**src/rtl/ss_pkg.sv**
```systemverilog
package ss_pkg;

    // External memory address width
    localparam int SS_ADDR_W = 32;

    // Marks a valid chunk header
    localparam logic [15:0] SS_MAGIC = 16'h5353;

    typedef struct packed {
        logic [15:0] magic;
        logic [7:0]  index;
        logic [7:0]  reserved;
        logic [31:0] count;
    } ss_header_t;

    // One stream word, either a chunk header or payload
    typedef union packed {
        logic [63:0] data;
        ss_header_t  header;
    } ss_word_u;

    typedef struct packed {
        logic [7:0]  index;
        logic [15:0] addr;
        logic        query;
        logic        read;
        logic        write;
        logic [63:0] wdata;
    } ss_dev_req_t;

    typedef struct packed {
        logic        ack;
        logic [15:0] size;
        logic [63:0] rdata;
    } ss_dev_rsp_t;

    typedef enum logic [2:0] {
        IDLE,
        SAVE_SETTLE,
        SAVING,
        RESTORE_SETTLE,
        RESTORING,
        FINISH
    } ss_state_t;

endpackage
```
**src/rtl/ss_stream_top.sv**
```systemverilog
`timescale 1ns/1ns

module ss_stream_top
    import ss_pkg::*;
#(
    parameter logic [SS_ADDR_W-1:0] BASE_ADDR = 32'h0000_1000,
    parameter int                   SETTLE_CYCLES = 16,
    parameter int                   CREDITS = 4,
    parameter int                   DEPTH0 = 16,
    parameter int                   DEPTH1 = 8,
    parameter logic [7:0]           INDEX0 = 8'd0,
    parameter logic [7:0]           INDEX1 = 8'd1
) (
    input  logic                 clk,
    input  logic                 reset,
    input  logic                 do_save,
    input  logic                 do_restore,

    input  logic                 host_sel,
    input  logic [$clog2((DEPTH0 > DEPTH1) ? DEPTH0 : DEPTH1)-1:0] host_addr,
    input  logic                 host_write,
    input  logic                 host_read,
    input  logic [63:0]          host_wdata,
    output logic [63:0]          host_rdata,

    output logic [SS_ADDR_W-1:0] mem_addr,
    output logic [63:0]          mem_wdata,
    input  logic [63:0]          mem_rdata,
    output logic                 mem_read,
    output logic                 mem_write,
    input  logic                 mem_busy,
    input  logic                 mem_read_complete,

    output logic                 busy,
    output logic                 done,
    output logic                 ss_error,
    output ss_state_t            ss_state_out
);

    logic        start_save;
    logic        start_restore;
    logic        walk_done;
    logic        walk_error;
    ss_dev_req_t dev_req;
    ss_dev_rsp_t dev_rsp;
    ss_dev_rsp_t dev_rsp0;
    ss_dev_rsp_t dev_rsp1;
    logic        wr_valid;
    ss_word_u    wr_word;
    logic        wr_credit;
    logic        rd_start;
    logic [31:0] rd_count;
    logic        rd_credit;
    ss_word_u    rd_word;
    logic        rd_valid;
    logic [63:0] host_rdata0;
    logic [63:0] host_rdata1;
    logic        host_sel_q;

    assign dev_rsp = dev_rsp0 | dev_rsp1;
    assign host_rdata = host_sel_q ? host_rdata1 : host_rdata0;

    // Selects which RAM answers the pending read
    always_ff @(posedge clk) begin
        if (host_read) begin
            host_sel_q <= host_sel;
        end
    end

    ////////////////////////////////////////
    // Save-state engine

    ss_controller #(.SETTLE_CYCLES(SETTLE_CYCLES)) i_controller (
        .clk, .reset, .do_save, .do_restore, .walk_done, .walk_error,
        .start_save, .start_restore, .busy, .done, .ss_error,
        .state(ss_state_out)
    );

    ss_chunk_walker #(.CREDITS(CREDITS)) i_walker (
        .clk, .reset, .start_save, .start_restore, .dev_rsp, .wr_credit,
        .rd_word, .rd_valid, .walk_done, .walk_error, .dev_req, .wr_valid,
        .wr_word, .rd_start, .rd_count, .rd_credit
    );

    ss_mem_port #(.BASE_ADDR(BASE_ADDR), .CREDITS(CREDITS)) i_mem_port (
        .clk, .reset, .wr_valid, .wr_word, .rd_start, .rd_count, .rd_credit,
        .mem_rdata, .mem_busy, .mem_read_complete, .wr_credit, .rd_word,
        .rd_valid, .mem_addr, .mem_wdata, .mem_read, .mem_write
    );

    ////////////////////////////////////////
    // State RAMs

    ss_state_ram #(.DEPTH(DEPTH0), .INDEX(INDEX0)) i_ram0 (
        .clk, .reset, .blocked(busy),
        .host_addr(host_addr[$clog2(DEPTH0)-1:0]),
        .host_write(host_write & ~host_sel),
        .host_read(host_read & ~host_sel),
        .host_wdata, .dev_req, .host_rdata(host_rdata0), .dev_rsp(dev_rsp0)
    );

    ss_state_ram #(.DEPTH(DEPTH1), .INDEX(INDEX1)) i_ram1 (
        .clk, .reset, .blocked(busy),
        .host_addr(host_addr[$clog2(DEPTH1)-1:0]),
        .host_write(host_write & host_sel),
        .host_read(host_read & host_sel),
        .host_wdata, .dev_req, .host_rdata(host_rdata1), .dev_rsp(dev_rsp1)
    );

endmodule

```
**src/rtl/ss_state_ram.sv**
```systemverilog
`timescale 1ns/1ns

module ss_state_ram
    import ss_pkg::*;
#(
    parameter int         DEPTH = 16,
    parameter logic [7:0] INDEX = 8'd0
) (
    input  logic                     clk,
    input  logic                     reset,
    input  logic                     blocked,
    input  logic [$clog2(DEPTH)-1:0] host_addr,
    input  logic                     host_write,
    input  logic                     host_read,
    input  logic [63:0]              host_wdata,
    input  ss_dev_req_t              dev_req,
    output logic [63:0]              host_rdata,
    output ss_dev_rsp_t              dev_rsp
);

    localparam int AW = $clog2(DEPTH);

    logic [63:0] mem [DEPTH];
    logic [63:0] dev_rdata;
    logic        sel;
    logic        rd_ack;

    assign sel = (dev_req.index == INDEX);

    // Zero when not selected so responses can be ORed
    assign dev_rsp.ack = rd_ack | (sel & dev_req.write);
    assign dev_rsp.size = (sel & dev_req.query) ? 16'(DEPTH) : 16'd0;
    assign dev_rsp.rdata = rd_ack ? dev_rdata : 64'd0;

    always_ff @(posedge clk) begin
        if (reset) begin
            rd_ack <= 1'b0;
        end else begin
            rd_ack <= sel & dev_req.read;
        end
    end

    always_ff @(posedge clk) begin
        if (sel && dev_req.write) begin
            mem[dev_req.addr[AW-1:0]] <= dev_req.wdata;
        end else if (host_write && !blocked) begin
            mem[host_addr] <= host_wdata;
        end
        if (host_read && !blocked) begin
            host_rdata <= mem[host_addr];
        end
        dev_rdata <= mem[dev_req.addr[AW-1:0]];
    end

endmodule

```
**src/rtl/ss_mem_port.sv**
```systemverilog
`timescale 1ns/1ns

module ss_mem_port
    import ss_pkg::*;
#(
    parameter logic [SS_ADDR_W-1:0] BASE_ADDR = '0,
    parameter int                   CREDITS = 4
) (
    input  logic                 clk,
    input  logic                 reset,
    input  logic                 wr_valid,
    input  ss_word_u             wr_word,
    input  logic                 rd_start,
    input  logic [31:0]          rd_count,
    input  logic                 rd_credit,
    input  logic [63:0]          mem_rdata,
    input  logic                 mem_busy,
    input  logic                 mem_read_complete,
    output logic                 wr_credit,
    output ss_word_u             rd_word,
    output logic                 rd_valid,
    output logic [SS_ADDR_W-1:0] mem_addr,
    output logic [63:0]          mem_wdata,
    output logic                 mem_read,
    output logic                 mem_write
);

    localparam int PTR_W = (CREDITS > 1) ? $clog2(CREDITS) : 1;
    localparam int CW = $clog2(CREDITS + 1);

    ss_word_u             fifo [CREDITS];
    logic [PTR_W-1:0]     wr_ptr;
    logic [PTR_W-1:0]     rd_ptr;
    logic [CW-1:0]        fifo_cnt;
    logic [CW-1:0]        rd_cred;
    logic [31:0]          rd_left;
    logic [SS_ADDR_W-1:0] next_addr;
    logic                 active;
    logic                 load;
    logic                 load_write;
    logic                 load_read;
    logic                 new_op;

    function automatic logic [PTR_W-1:0] ptr_next(input logic [PTR_W-1:0] ptr);
        return (ptr == PTR_W'(CREDITS - 1)) ? '0 : ptr + 1'b1;
    endfunction

    // Request register is free when empty or taken this cycle
    assign load = ~(mem_read | mem_write) | ~mem_busy;
    // Writes drain first
    assign load_write = load & (fifo_cnt != '0);
    assign load_read = load & (fifo_cnt == '0) & (rd_left != 32'd0) & (rd_cred != '0);
    assign new_op = ~active & (wr_valid | (rd_start & (rd_count != 32'd0)));
    assign wr_credit = mem_write & ~mem_busy;

    always_ff @(posedge clk) begin
        if (reset) begin
            wr_ptr <= '0;
            rd_ptr <= '0;
            fifo_cnt <= '0;
            rd_cred <= CW'(CREDITS);
            rd_left <= 32'd0;
            active <= 1'b0;
            next_addr <= BASE_ADDR;
            mem_read <= 1'b0;
            mem_write <= 1'b0;
            rd_valid <= 1'b0;
        end else begin
            rd_valid <= mem_read_complete;
            fifo_cnt <= fifo_cnt + CW'(wr_valid) - CW'(load_write);
            rd_cred <= rd_cred + CW'(rd_credit) - CW'(load_read);

            if (wr_valid) begin
                wr_ptr <= ptr_next(wr_ptr);
            end
            if (load_write) begin
                rd_ptr <= ptr_next(rd_ptr);
            end

            if (rd_start) begin
                rd_left <= rd_count;
            end else if (load_read) begin
                rd_left <= rd_left - 32'd1;
            end

            if (rd_start && rd_count == 32'd0) begin
                active <= 1'b0;
            end else if (new_op) begin
                active <= 1'b1;
            end

            if (load) begin
                mem_write <= load_write;
                mem_read <= load_read;
            end

            if (new_op) begin
                next_addr <= BASE_ADDR;
            end else if (load_write || load_read) begin
                next_addr <= next_addr + SS_ADDR_W'(8);
            end
        end
    end

    always_ff @(posedge clk) begin
        if (wr_valid) begin
            fifo[wr_ptr] <= wr_word;
        end
        if (load_write || load_read) begin
            mem_addr <= next_addr;
        end
        if (load_write) begin
            mem_wdata <= fifo[rd_ptr].data;
        end
        if (mem_read_complete) begin
            rd_word.data <= mem_rdata;
        end
    end

endmodule

```
**src/rtl/ss_chunk_walker.sv**
```systemverilog
`timescale 1ns/1ns

module ss_chunk_walker
    import ss_pkg::*;
#(
    parameter int CREDITS = 4
) (
    input  logic        clk,
    input  logic        reset,
    input  logic        start_save,
    input  logic        start_restore,
    input  ss_dev_rsp_t dev_rsp,
    input  logic        wr_credit,
    input  ss_word_u    rd_word,
    input  logic        rd_valid,
    output logic        walk_done,
    output logic        walk_error,
    output ss_dev_req_t dev_req,
    output logic        wr_valid,
    output ss_word_u    wr_word,
    output logic        rd_start,
    output logic [31:0] rd_count,
    output logic        rd_credit
);

    localparam int CW = $clog2(CREDITS + 1);

    localparam logic [3:0] W_IDLE      = 4'd0;
    localparam logic [3:0] W_QUERY     = 4'd1;
    localparam logic [3:0] W_SAVE_HDR  = 4'd2;
    localparam logic [3:0] W_SAVE_RD   = 4'd3;
    localparam logic [3:0] W_SAVE_WAIT = 4'd4;
    localparam logic [3:0] W_FLUSH     = 4'd5;
    localparam logic [3:0] W_REST_HDR  = 4'd6;
    localparam logic [3:0] W_REST_DATA = 4'd7;
    localparam logic [3:0] W_DRAIN     = 4'd8;
    localparam logic [3:0] W_END       = 4'd9;

    logic [3:0]    phase;
    logic          restoring;
    logic [15:0]   size;
    logic [CW-1:0] credit;
    logic          send;

    // Read credit was taken when the device read went out
    assign send = ((phase == W_SAVE_HDR) && (credit != '0)) ||
                  ((phase == W_SAVE_WAIT) && dev_rsp.ack);

    always_ff @(posedge clk) begin
        if (reset) begin
            phase <= W_IDLE;
            restoring <= 1'b0;
            credit <= CW'(CREDITS);
            walk_done <= 1'b0;
            walk_error <= 1'b0;
            wr_valid <= 1'b0;
            rd_start <= 1'b0;
            rd_credit <= 1'b0;
            dev_req.query <= 1'b0;
            dev_req.read <= 1'b0;
            dev_req.write <= 1'b0;
        end else begin
            walk_done <= 1'b0;
            wr_valid <= 1'b0;
            rd_start <= 1'b0;
            rd_credit <= rd_valid;
            dev_req.query <= 1'b0;
            dev_req.read <= 1'b0;
            dev_req.write <= 1'b0;
            credit <= credit + CW'(wr_credit) - CW'(send);

            case (phase)
                W_IDLE: begin
                    if (start_save || start_restore) begin
                        restoring <= start_restore;
                        walk_error <= 1'b0;
                        dev_req.index <= 8'd0;
                        dev_req.query <= 1'b1;
                        phase <= W_QUERY;
                    end
                end

                // Size comes back in the query cycle, zero past the last chunk
                W_QUERY: begin
                    size <= dev_rsp.size;
                    dev_req.addr <= 16'd0;
                    if (dev_rsp.size == 16'd0) begin
                        phase <= restoring ? W_END : W_FLUSH;
                    end else if (restoring) begin
                        rd_start <= 1'b1;
                        rd_count <= 32'(dev_rsp.size) + 32'd1;
                        phase <= W_REST_HDR;
                    end else begin
                        phase <= W_SAVE_HDR;
                    end
                end

                ////////////////////////////////////////
                // Save
                W_SAVE_HDR: begin
                    if (credit != '0) begin
                        wr_valid <= 1'b1;
                        wr_word.header <= '{magic: SS_MAGIC, index: dev_req.index,
                                            reserved: 8'd0, count: 32'(size)};
                        phase <= W_SAVE_RD;
                    end
                end

                W_SAVE_RD: begin
                    if (dev_req.addr == size) begin
                        dev_req.index <= dev_req.index + 1'b1;
                        dev_req.query <= 1'b1;
                        phase <= W_QUERY;
                    end else if (credit != '0) begin
                        dev_req.read <= 1'b1;
                        phase <= W_SAVE_WAIT;
                    end
                end

                W_SAVE_WAIT: begin
                    if (dev_rsp.ack) begin
                        wr_valid <= 1'b1;
                        wr_word.data <= dev_rsp.rdata;
                        dev_req.addr <= dev_req.addr + 1'b1;
                        phase <= W_SAVE_RD;
                    end
                end

                // All credits back means every word reached memory
                W_FLUSH: begin
                    if (credit == CW'(CREDITS)) begin
                        phase <= W_END;
                    end
                end

                ////////////////////////////////////////
                // Restore
                W_REST_HDR: begin
                    if (rd_valid) begin
                        if (rd_word.header.magic != SS_MAGIC ||
                            rd_word.header.index != dev_req.index) begin
                            walk_error <= 1'b1;
                            phase <= W_DRAIN;
                        end else begin
                            phase <= W_REST_DATA;
                        end
                    end
                end

                W_REST_DATA: begin
                    if (dev_req.write) begin
                        dev_req.addr <= dev_req.addr + 1'b1;
                    end
                    if (rd_valid) begin
                        dev_req.write <= 1'b1;
                        dev_req.wdata <= rd_word.data;
                    end else if (dev_req.addr == size) begin
                        dev_req.index <= dev_req.index + 1'b1;
                        dev_req.query <= 1'b1;
                        phase <= W_QUERY;
                    end
                end

                // Bad header, swallow the rest of the chunk
                W_DRAIN: begin
                    if (dev_req.addr == size) begin
                        phase <= W_END;
                    end else if (rd_valid) begin
                        dev_req.addr <= dev_req.addr + 1'b1;
                    end
                end

                // Zero-length rd_start closes the stream operation
                W_END: begin
                    walk_done <= 1'b1;
                    rd_start <= 1'b1;
                    rd_count <= 32'd0;
                    phase <= W_IDLE;
                end

                default: begin
                    phase <= W_IDLE;
                end
            endcase
        end
    end

endmodule

```
**src/rtl/ss_controller.sv**
```systemverilog
`timescale 1ns/1ns

module ss_controller
    import ss_pkg::*;
#(
    parameter int SETTLE_CYCLES = 16
) (
    input  logic      clk,
    input  logic      reset,
    input  logic      do_save,
    input  logic      do_restore,
    input  logic      walk_done,
    input  logic      walk_error,
    output logic      start_save,
    output logic      start_restore,
    output logic      busy,
    output logic      done,
    output logic      ss_error,
    output ss_state_t state
);

    localparam int CNT_W = $clog2(SETTLE_CYCLES + 1);

    logic [CNT_W-1:0] settle_cnt;
    logic             settle_end;

    assign settle_end = (settle_cnt == CNT_W'(SETTLE_CYCLES - 1));
    assign busy = (state != IDLE);
    assign done = (state == FINISH);

    always_ff @(posedge clk) begin
        if (reset) begin
            state <= IDLE;
            settle_cnt <= '0;
            start_save <= 1'b0;
            start_restore <= 1'b0;
            ss_error <= 1'b0;
        end else begin
            start_save <= 1'b0;
            start_restore <= 1'b0;
            settle_cnt <= settle_cnt + 1'b1;

            case (state)
                IDLE: begin
                    // Settle count starts on the first settle cycle
                    settle_cnt <= '0;
                    if (do_save) begin
                        state <= SAVE_SETTLE;
                        ss_error <= 1'b0;
                    end else if (do_restore) begin
                        state <= RESTORE_SETTLE;
                        ss_error <= 1'b0;
                    end
                end

                SAVE_SETTLE: begin
                    if (settle_end) begin
                        start_save <= 1'b1;
                        state <= SAVING;
                    end
                end

                SAVING: begin
                    if (walk_done) begin
                        state <= FINISH;
                    end
                end

                RESTORE_SETTLE: begin
                    if (settle_end) begin
                        start_restore <= 1'b1;
                        state <= RESTORING;
                    end
                end

                RESTORING: begin
                    if (walk_done) begin
                        ss_error <= walk_error;
                        state <= FINISH;
                    end
                end

                FINISH: begin
                    state <= IDLE;
                end

                default: begin
                    state <= IDLE;
                end
            endcase
        end
    end

endmodule

```
**config.mk**
```make
export PLATFORM = sky130hd
export DESIGN_NAME = ss_stream_top
export DESIGN_NICKNAME = d
export VERILOG_FILES = /design/src/rtl/ss_pkg.sv /design/src/rtl/ss_stream_top.sv /design/src/rtl/ss_state_ram.sv /design/src/rtl/ss_mem_port.sv /design/src/rtl/ss_chunk_walker.sv /design/src/rtl/ss_controller.sv
export SDC_FILE = /design/constraint.sdc
export NUM_CORES = 2
export LEC_CHECK = 0
export BUFFER_PORTS_ARGS = -buffer_cell sky130_fd_sc_hd__buf_2
export CAP_MARGIN = 20
export CORE_AREA = 2 2 375 562
export DETAILED_ROUTE_END_ITERATION = 12
export DIE_AREA = 0 0 377 564
export PLACE_DENSITY = 0.68
export SLEW_MARGIN = 40
export SYNTH_ARGS = -nofsm -noshare
export SYNTH_HDL_FRONTEND = slang
export SYNTH_SLANG_ARGS = --single-unit
export TNS_END_PERCENT = 20
```
**constraint.sdc**
```tcl
create_clock -name clk -period 8.1 [get_ports clk]
set_clock_uncertainty 0.15 [all_clocks]
set_input_delay 1.215 -clock clk [delete_from_list [all_inputs] [get_ports clk]]
set_output_delay 1.215 -clock clk [all_outputs]
set_load 0.1 [all_outputs]
```
==> results.md <==
* Highest routing layer actually used: met5
* Gp weighted congestion at a little under 0.9
* Master cell of the clock root buffer: sky130_fd_sc_hd__clkbuf_16
* IR Drop Worst-Case VDD at ~0.00034 V
* Reg-to-Reg Start: i_walker.dev_req[85]
* Pre-CTS setup slack at roughly 3.2 ns
* Met3 Routed Length at approximately 22000 um
* Number of gates resized after cts at 0
* Final setup violation count at 0
* WHS Endpoint: i_walker.dev_req[15]
* Placed cell count at between 8000 and 9000
* Setup crit end kind: register
* Part of the Yosys area used for sequential elements at 69.5%
* Power density over the cells at approximately 290 mW/mm^2
* Overflow after GRT at 0
* Clock network latency to the later pin of the worst-skew pair at between 0.9 and 1 ns
* Number of CTS-inserted buffers at 227
* Run status: completed
* Type of element launching the critical path: register
* Register-to-Register Setup Slack at 3.17 ns
* Final cell count without fillers at roughly 8500
* Number of maximum-capacitance constraint violations at 0
* Final Hold Slack at 0.250 ns
* Data arrival time of the worst path at approximately 5.3 ns
* Die area at between 0.2 and 0.25 mm^2
* Via count of the routed design at approximately 54000
* Layout Area Growth over Synthesis at 12.7%
* Number of antenna violations at the first check in global routing at 24
* Period utilisation layout at between 60% and 70%
* Via count of the first global-routing pass at about 56000
* Number of distinct library cells after synthesis at 64
* Fin. max-slew vios at 0
* Total design power at between 30 and 40 mW
* Maximum frequency from static timing analysis at approximately 200 MHz
* Filler cell count at around 16000
* Final WL at around 270000 um
* Clock transition at the register clock pins on the worst setup and hold paths after CTS at approximately 0.07 ns
* Post-layout min period at about 5 ns
* Pre-antenna DRT Iters at 6
* Maximum level of the CTS H-tree at 4
* Min-delay src: i_mem_port.rd_word[15]
* Top fanout value on the critical path at 40
* Width of the die at about 380 um
* Design Area, Final at 0.116 mm^2
* Actual slew at the worst max-slew pin at 0.921 ns
* Mean instance size in the synthesized netlist at 19.4 um^2
* Data required time at the worst endpoint at roughly 8.4 ns
* Total negative setup slack at 0 ns
* Standby leakage power at between 30 and 40 nW
* Max transition margin at 38.6%
* # hold bufs at CTS at 0
* Synth Warn # at 0
* Count of mapped cells out of synthesis at around 5300
* Routed met1 length at 101000 um
* Register bit total from synthesis at approximately 2500
* Async SR Flop Fraction at 0%
* Most frequently used flop master after synthesis: sky130_fd_sc_hd__edfxtp_1
* Met2 Routed Length at 136000 um
* Starting density of the core at between 40% and 50%
* Tot GR Track Use at 25.1%
* Number of synthesized flops with an enable pin at approximately 2200
* Final worst-path setup slack at 3.17 ns
* Global-route wire length before repair at 386000 um
* Buffers added on ports at approximately 310
* Post-CTS setup buffer count at 0
* Crit Path Class: reg -> reg
* Initial DRC count at approximately 5700
* DP Wirelength at between 150000 and 200000 um
* Share of post-route cells with drive strength above 1 at ~33%
* Core ar. at approximately 0.21 mm^2
* Post-DR wirelength/cell at 31.3 um
* Die Y at 564 um
* DP Area at 0.108 mm^2
* Final net count at 5787
* Worst r2r dst: i_ram0.mem[11][13]
* Pin count of the biggest net entering global routing at approximately 130
* Final design utilization at between 50% and 60%
* Post-synthesis instance area at 0.103 mm^2
* CTS tree: done
* Final-report hold violation count at 0
* Total DRC errors in the routed layout at 0
* WHS Path Cells at 0
* Depth of the worst register-to-register path at 8
* Clock Sink Count at between 2000 and 2500
* Worst hold path type: reg -> reg
* Core Rows at ~210
* IO Count at approximately 310
* Setup repair after global routing missed its margin: false
* Routed via count divided by cell count at approximately 6.4
* Antenna Violating Nets Remaining at 0
* Clock Path Buffers at 4
==> synth_stat cells, types with 7 or more instances <==
cell type	n	share of area, %
sky130_fd_sc_hd__a211oi_1	8	0.058
sky130_fd_sc_hd__xnor2_1	29	0.25
sky130_fd_sc_hd__ha_1	22	0.27
sky130_fd_sc_hd__nor2_1	182	0.66
sky130_fd_sc_hd__mux4_2	960	21
sky130_fd_sc_hd__edfxtp_1	2235	65
sky130_fd_sc_hd__mux2_2	128	1.4
sky130_fd_sc_hd__inv_1	40	0.15
sky130_fd_sc_hd__nand3_1	35	0.17
sky130_fd_sc_hd__a21oi_1	51	0.25
sky130_fd_sc_hd__nor2b_1	10	0.061
sky130_fd_sc_hd__nand2_1	646	2.3
sky130_fd_sc_hd__dfxtp_1	232	4.5
sky130_fd_sc_hd__or4_1	17	0.12
sky130_fd_sc_hd__a22oi_1	54	0.39
sky130_fd_sc_hd__o21ai_0	25	0.12
sky130_fd_sc_hd__a221o_1	8	0.078
sky130_fd_sc_hd__nor4_1	17	0.10
sky130_fd_sc_hd__or3_1	11	0.067
sky130_fd_sc_hd__buf_1	122	0.44
sky130_fd_sc_hd__nand2b_1	7	0.042
sky130_fd_sc_hd__xor2_1	49	0.42
sky130_fd_sc_hd__nand4b_1	9	0.076
sky130_fd_sc_hd__nor3_1	48	0.23
sky130_fd_sc_hd__and3_1	17	0.10
sky130_fd_sc_hd__nand4_1	21	0.13
sky130_fd_sc_hd__a31oi_1	19	0.12
sky130_fd_sc_hd__o31ai_1	10	0.073
sky130_fd_sc_hd__clkbuf_1	216	0.79
sky130_fd_sc_hd__and2_1	9	0.055
==> report_power, final <==
group / leakage [nW] / internal, mW / switching [mW]
clock: 3.79 / 6.43 / 4.79
sequential: 22.2 / 15.1 / 0.546
combinational: 11.8 / 2.45 / 4.96
total: 37.8 / 23.9 / 10.3
==> how the worst max path moves through the flow <==
stage	startpoint	to	slack, ns
2_1_floorplan	host_addr[0]	i_ram0.mem[5][0]	-0.007
3_3_place_gp	host_sel	i_ram1.mem[5][14]	3.21
3_5_place_dp	host_write	i_ram0.mem[14][44]	3.24
4_1_cts	i_walker.dev_req[85]	i_ram0.mem[11][13]	3.20
5_1_grt	i_walker.dev_req[85]	i_ram0.mem[11][13]	3.00
6_report	i_walker.dev_req[85]	i_ram0.mem[11][13]	3.17
==> cell usage in the layout (no fill, tap or decap), types with 9 or more instances in the layout <==
cell	count
sky130_fd_sc_hd__buf_4	71
sky130_fd_sc_hd__or4_1	17
sky130_fd_sc_hd__clkbuf_8	17
sky130_fd_sc_hd__clkbuf_1	31
sky130_fd_sc_hd__clkinv_4	9
sky130_fd_sc_hd__buf_12	26
sky130_fd_sc_hd__clkinv_1	23
sky130_fd_sc_hd__or3_1	10
sky130_fd_sc_hd__bufinv_16	32
sky130_fd_sc_hd__xnor2_1	29
sky130_fd_sc_hd__and3_1	16
sky130_fd_sc_hd__a31oi_1	16
sky130_fd_sc_hd__o31ai_1	10
sky130_fd_sc_hd__o21ai_0	25
sky130_fd_sc_hd__nand3_1	35
sky130_fd_sc_hd__nor2b_1	10
sky130_fd_sc_hd__nand4_1	21
sky130_fd_sc_hd__ha_1	22
sky130_fd_sc_hd__nand4b_1	9
sky130_fd_sc_hd__nor2_4	14
sky130_fd_sc_hd__a22oi_1	54
sky130_fd_sc_hd__nand2_1	646
sky130_fd_sc_hd__nor4_1	16
sky130_fd_sc_hd__nor3_1	34
sky130_fd_sc_hd__mux2_2	128
sky130_fd_sc_hd__clkinvlp_4	16
sky130_fd_sc_hd__edfxtp_1	2235
sky130_fd_sc_hd__nor3_2	14
sky130_fd_sc_hd__a21oi_1	49
sky130_fd_sc_hd__clkbuf_16	231
sky130_fd_sc_hd__inv_6	9
sky130_fd_sc_hd__nor2_1	168
sky130_fd_sc_hd__mux4_2	960
sky130_fd_sc_hd__xor2_1	49
sky130_fd_sc_hd__buf_6	19
sky130_fd_sc_hd__buf_2	300
sky130_fd_sc_hd__dfxtp_1	228
sky130_fd_sc_hd__inv_1	39
sky130_fd_sc_hd__clkinv_2	47
==> final cells by class <==
type / count / area, um^2 / area share (%)
well taps: 2691 / 3370 / 2.89
repair buffers: 426 / 2970 / 2.56
inverters: 43 / 178 / 0.153
multi-input cells: 2456 / 30300 / 26.0
diodes: 6 / 15.0 / 0.0129
flip-flops and latches: 2467 / 71800 / 61.7
clock inverters: 138 / 1610 / 1.39
clock buffers: 281 / 6140 / 5.28
==> critical path, cell delays in order (launching register included) <==
cell and delay [ns]:
sky130_fd_sc_hd__edfxtp_1 0.51, sky130_fd_sc_hd__nor4_1 0.37, sky130_fd_sc_hd__and2_1 0.51, sky130_fd_sc_hd__a311o_2 0.25
sky130_fd_sc_hd__buf_4 0.53, sky130_fd_sc_hd__a31oi_1 0.40, sky130_fd_sc_hd__nor3_2 0.30, sky130_fd_sc_hd__buf_4 0.61
sky130_fd_sc_hd__buf_4 0.78
==> state kept, by name, summed over array words and instances, names as in the netlist, 32 cells and up <==
register              flops
i_ram0.mem             1024
i_ram1.mem              512
i_mem_port.fifo         256
i_walker.dev_req         91
i_mem_port.mem_wdata     64
i_mem_port.rd_word       64
i_ram0.dev_rdata         64
i_ram0.host_rdata        64
i_ram1.dev_rdata         64
i_ram1.host_rdata        64
i_walker.wr_word         64
i_mem_port.rd_left       32
==> cells by family after synthesis <==
kind of cell	count (synthesis)	synth area share (%)
AND/OR/NAND/NOR	1054	4.37
other	1	0.00363
buffers and inverters	389	1.44
AO/OA/AOI/OAI	203	1.32
multiplexers	1093	22.4
XOR/XNOR	78	0.662
adder cells (fa/ha/maj)	25	0.325
flip-flops	2467	69.5
==> routing by layer <==
layer  GRT usage (%)  vias to the layer above
met5               0                        -
met4            6.90                       16
met3            3.67                      439
met2            43.0                     2481
met1            33.9                    28900
li1                -                    22400
No activity file was read; power rests on OpenSTA's default activity.
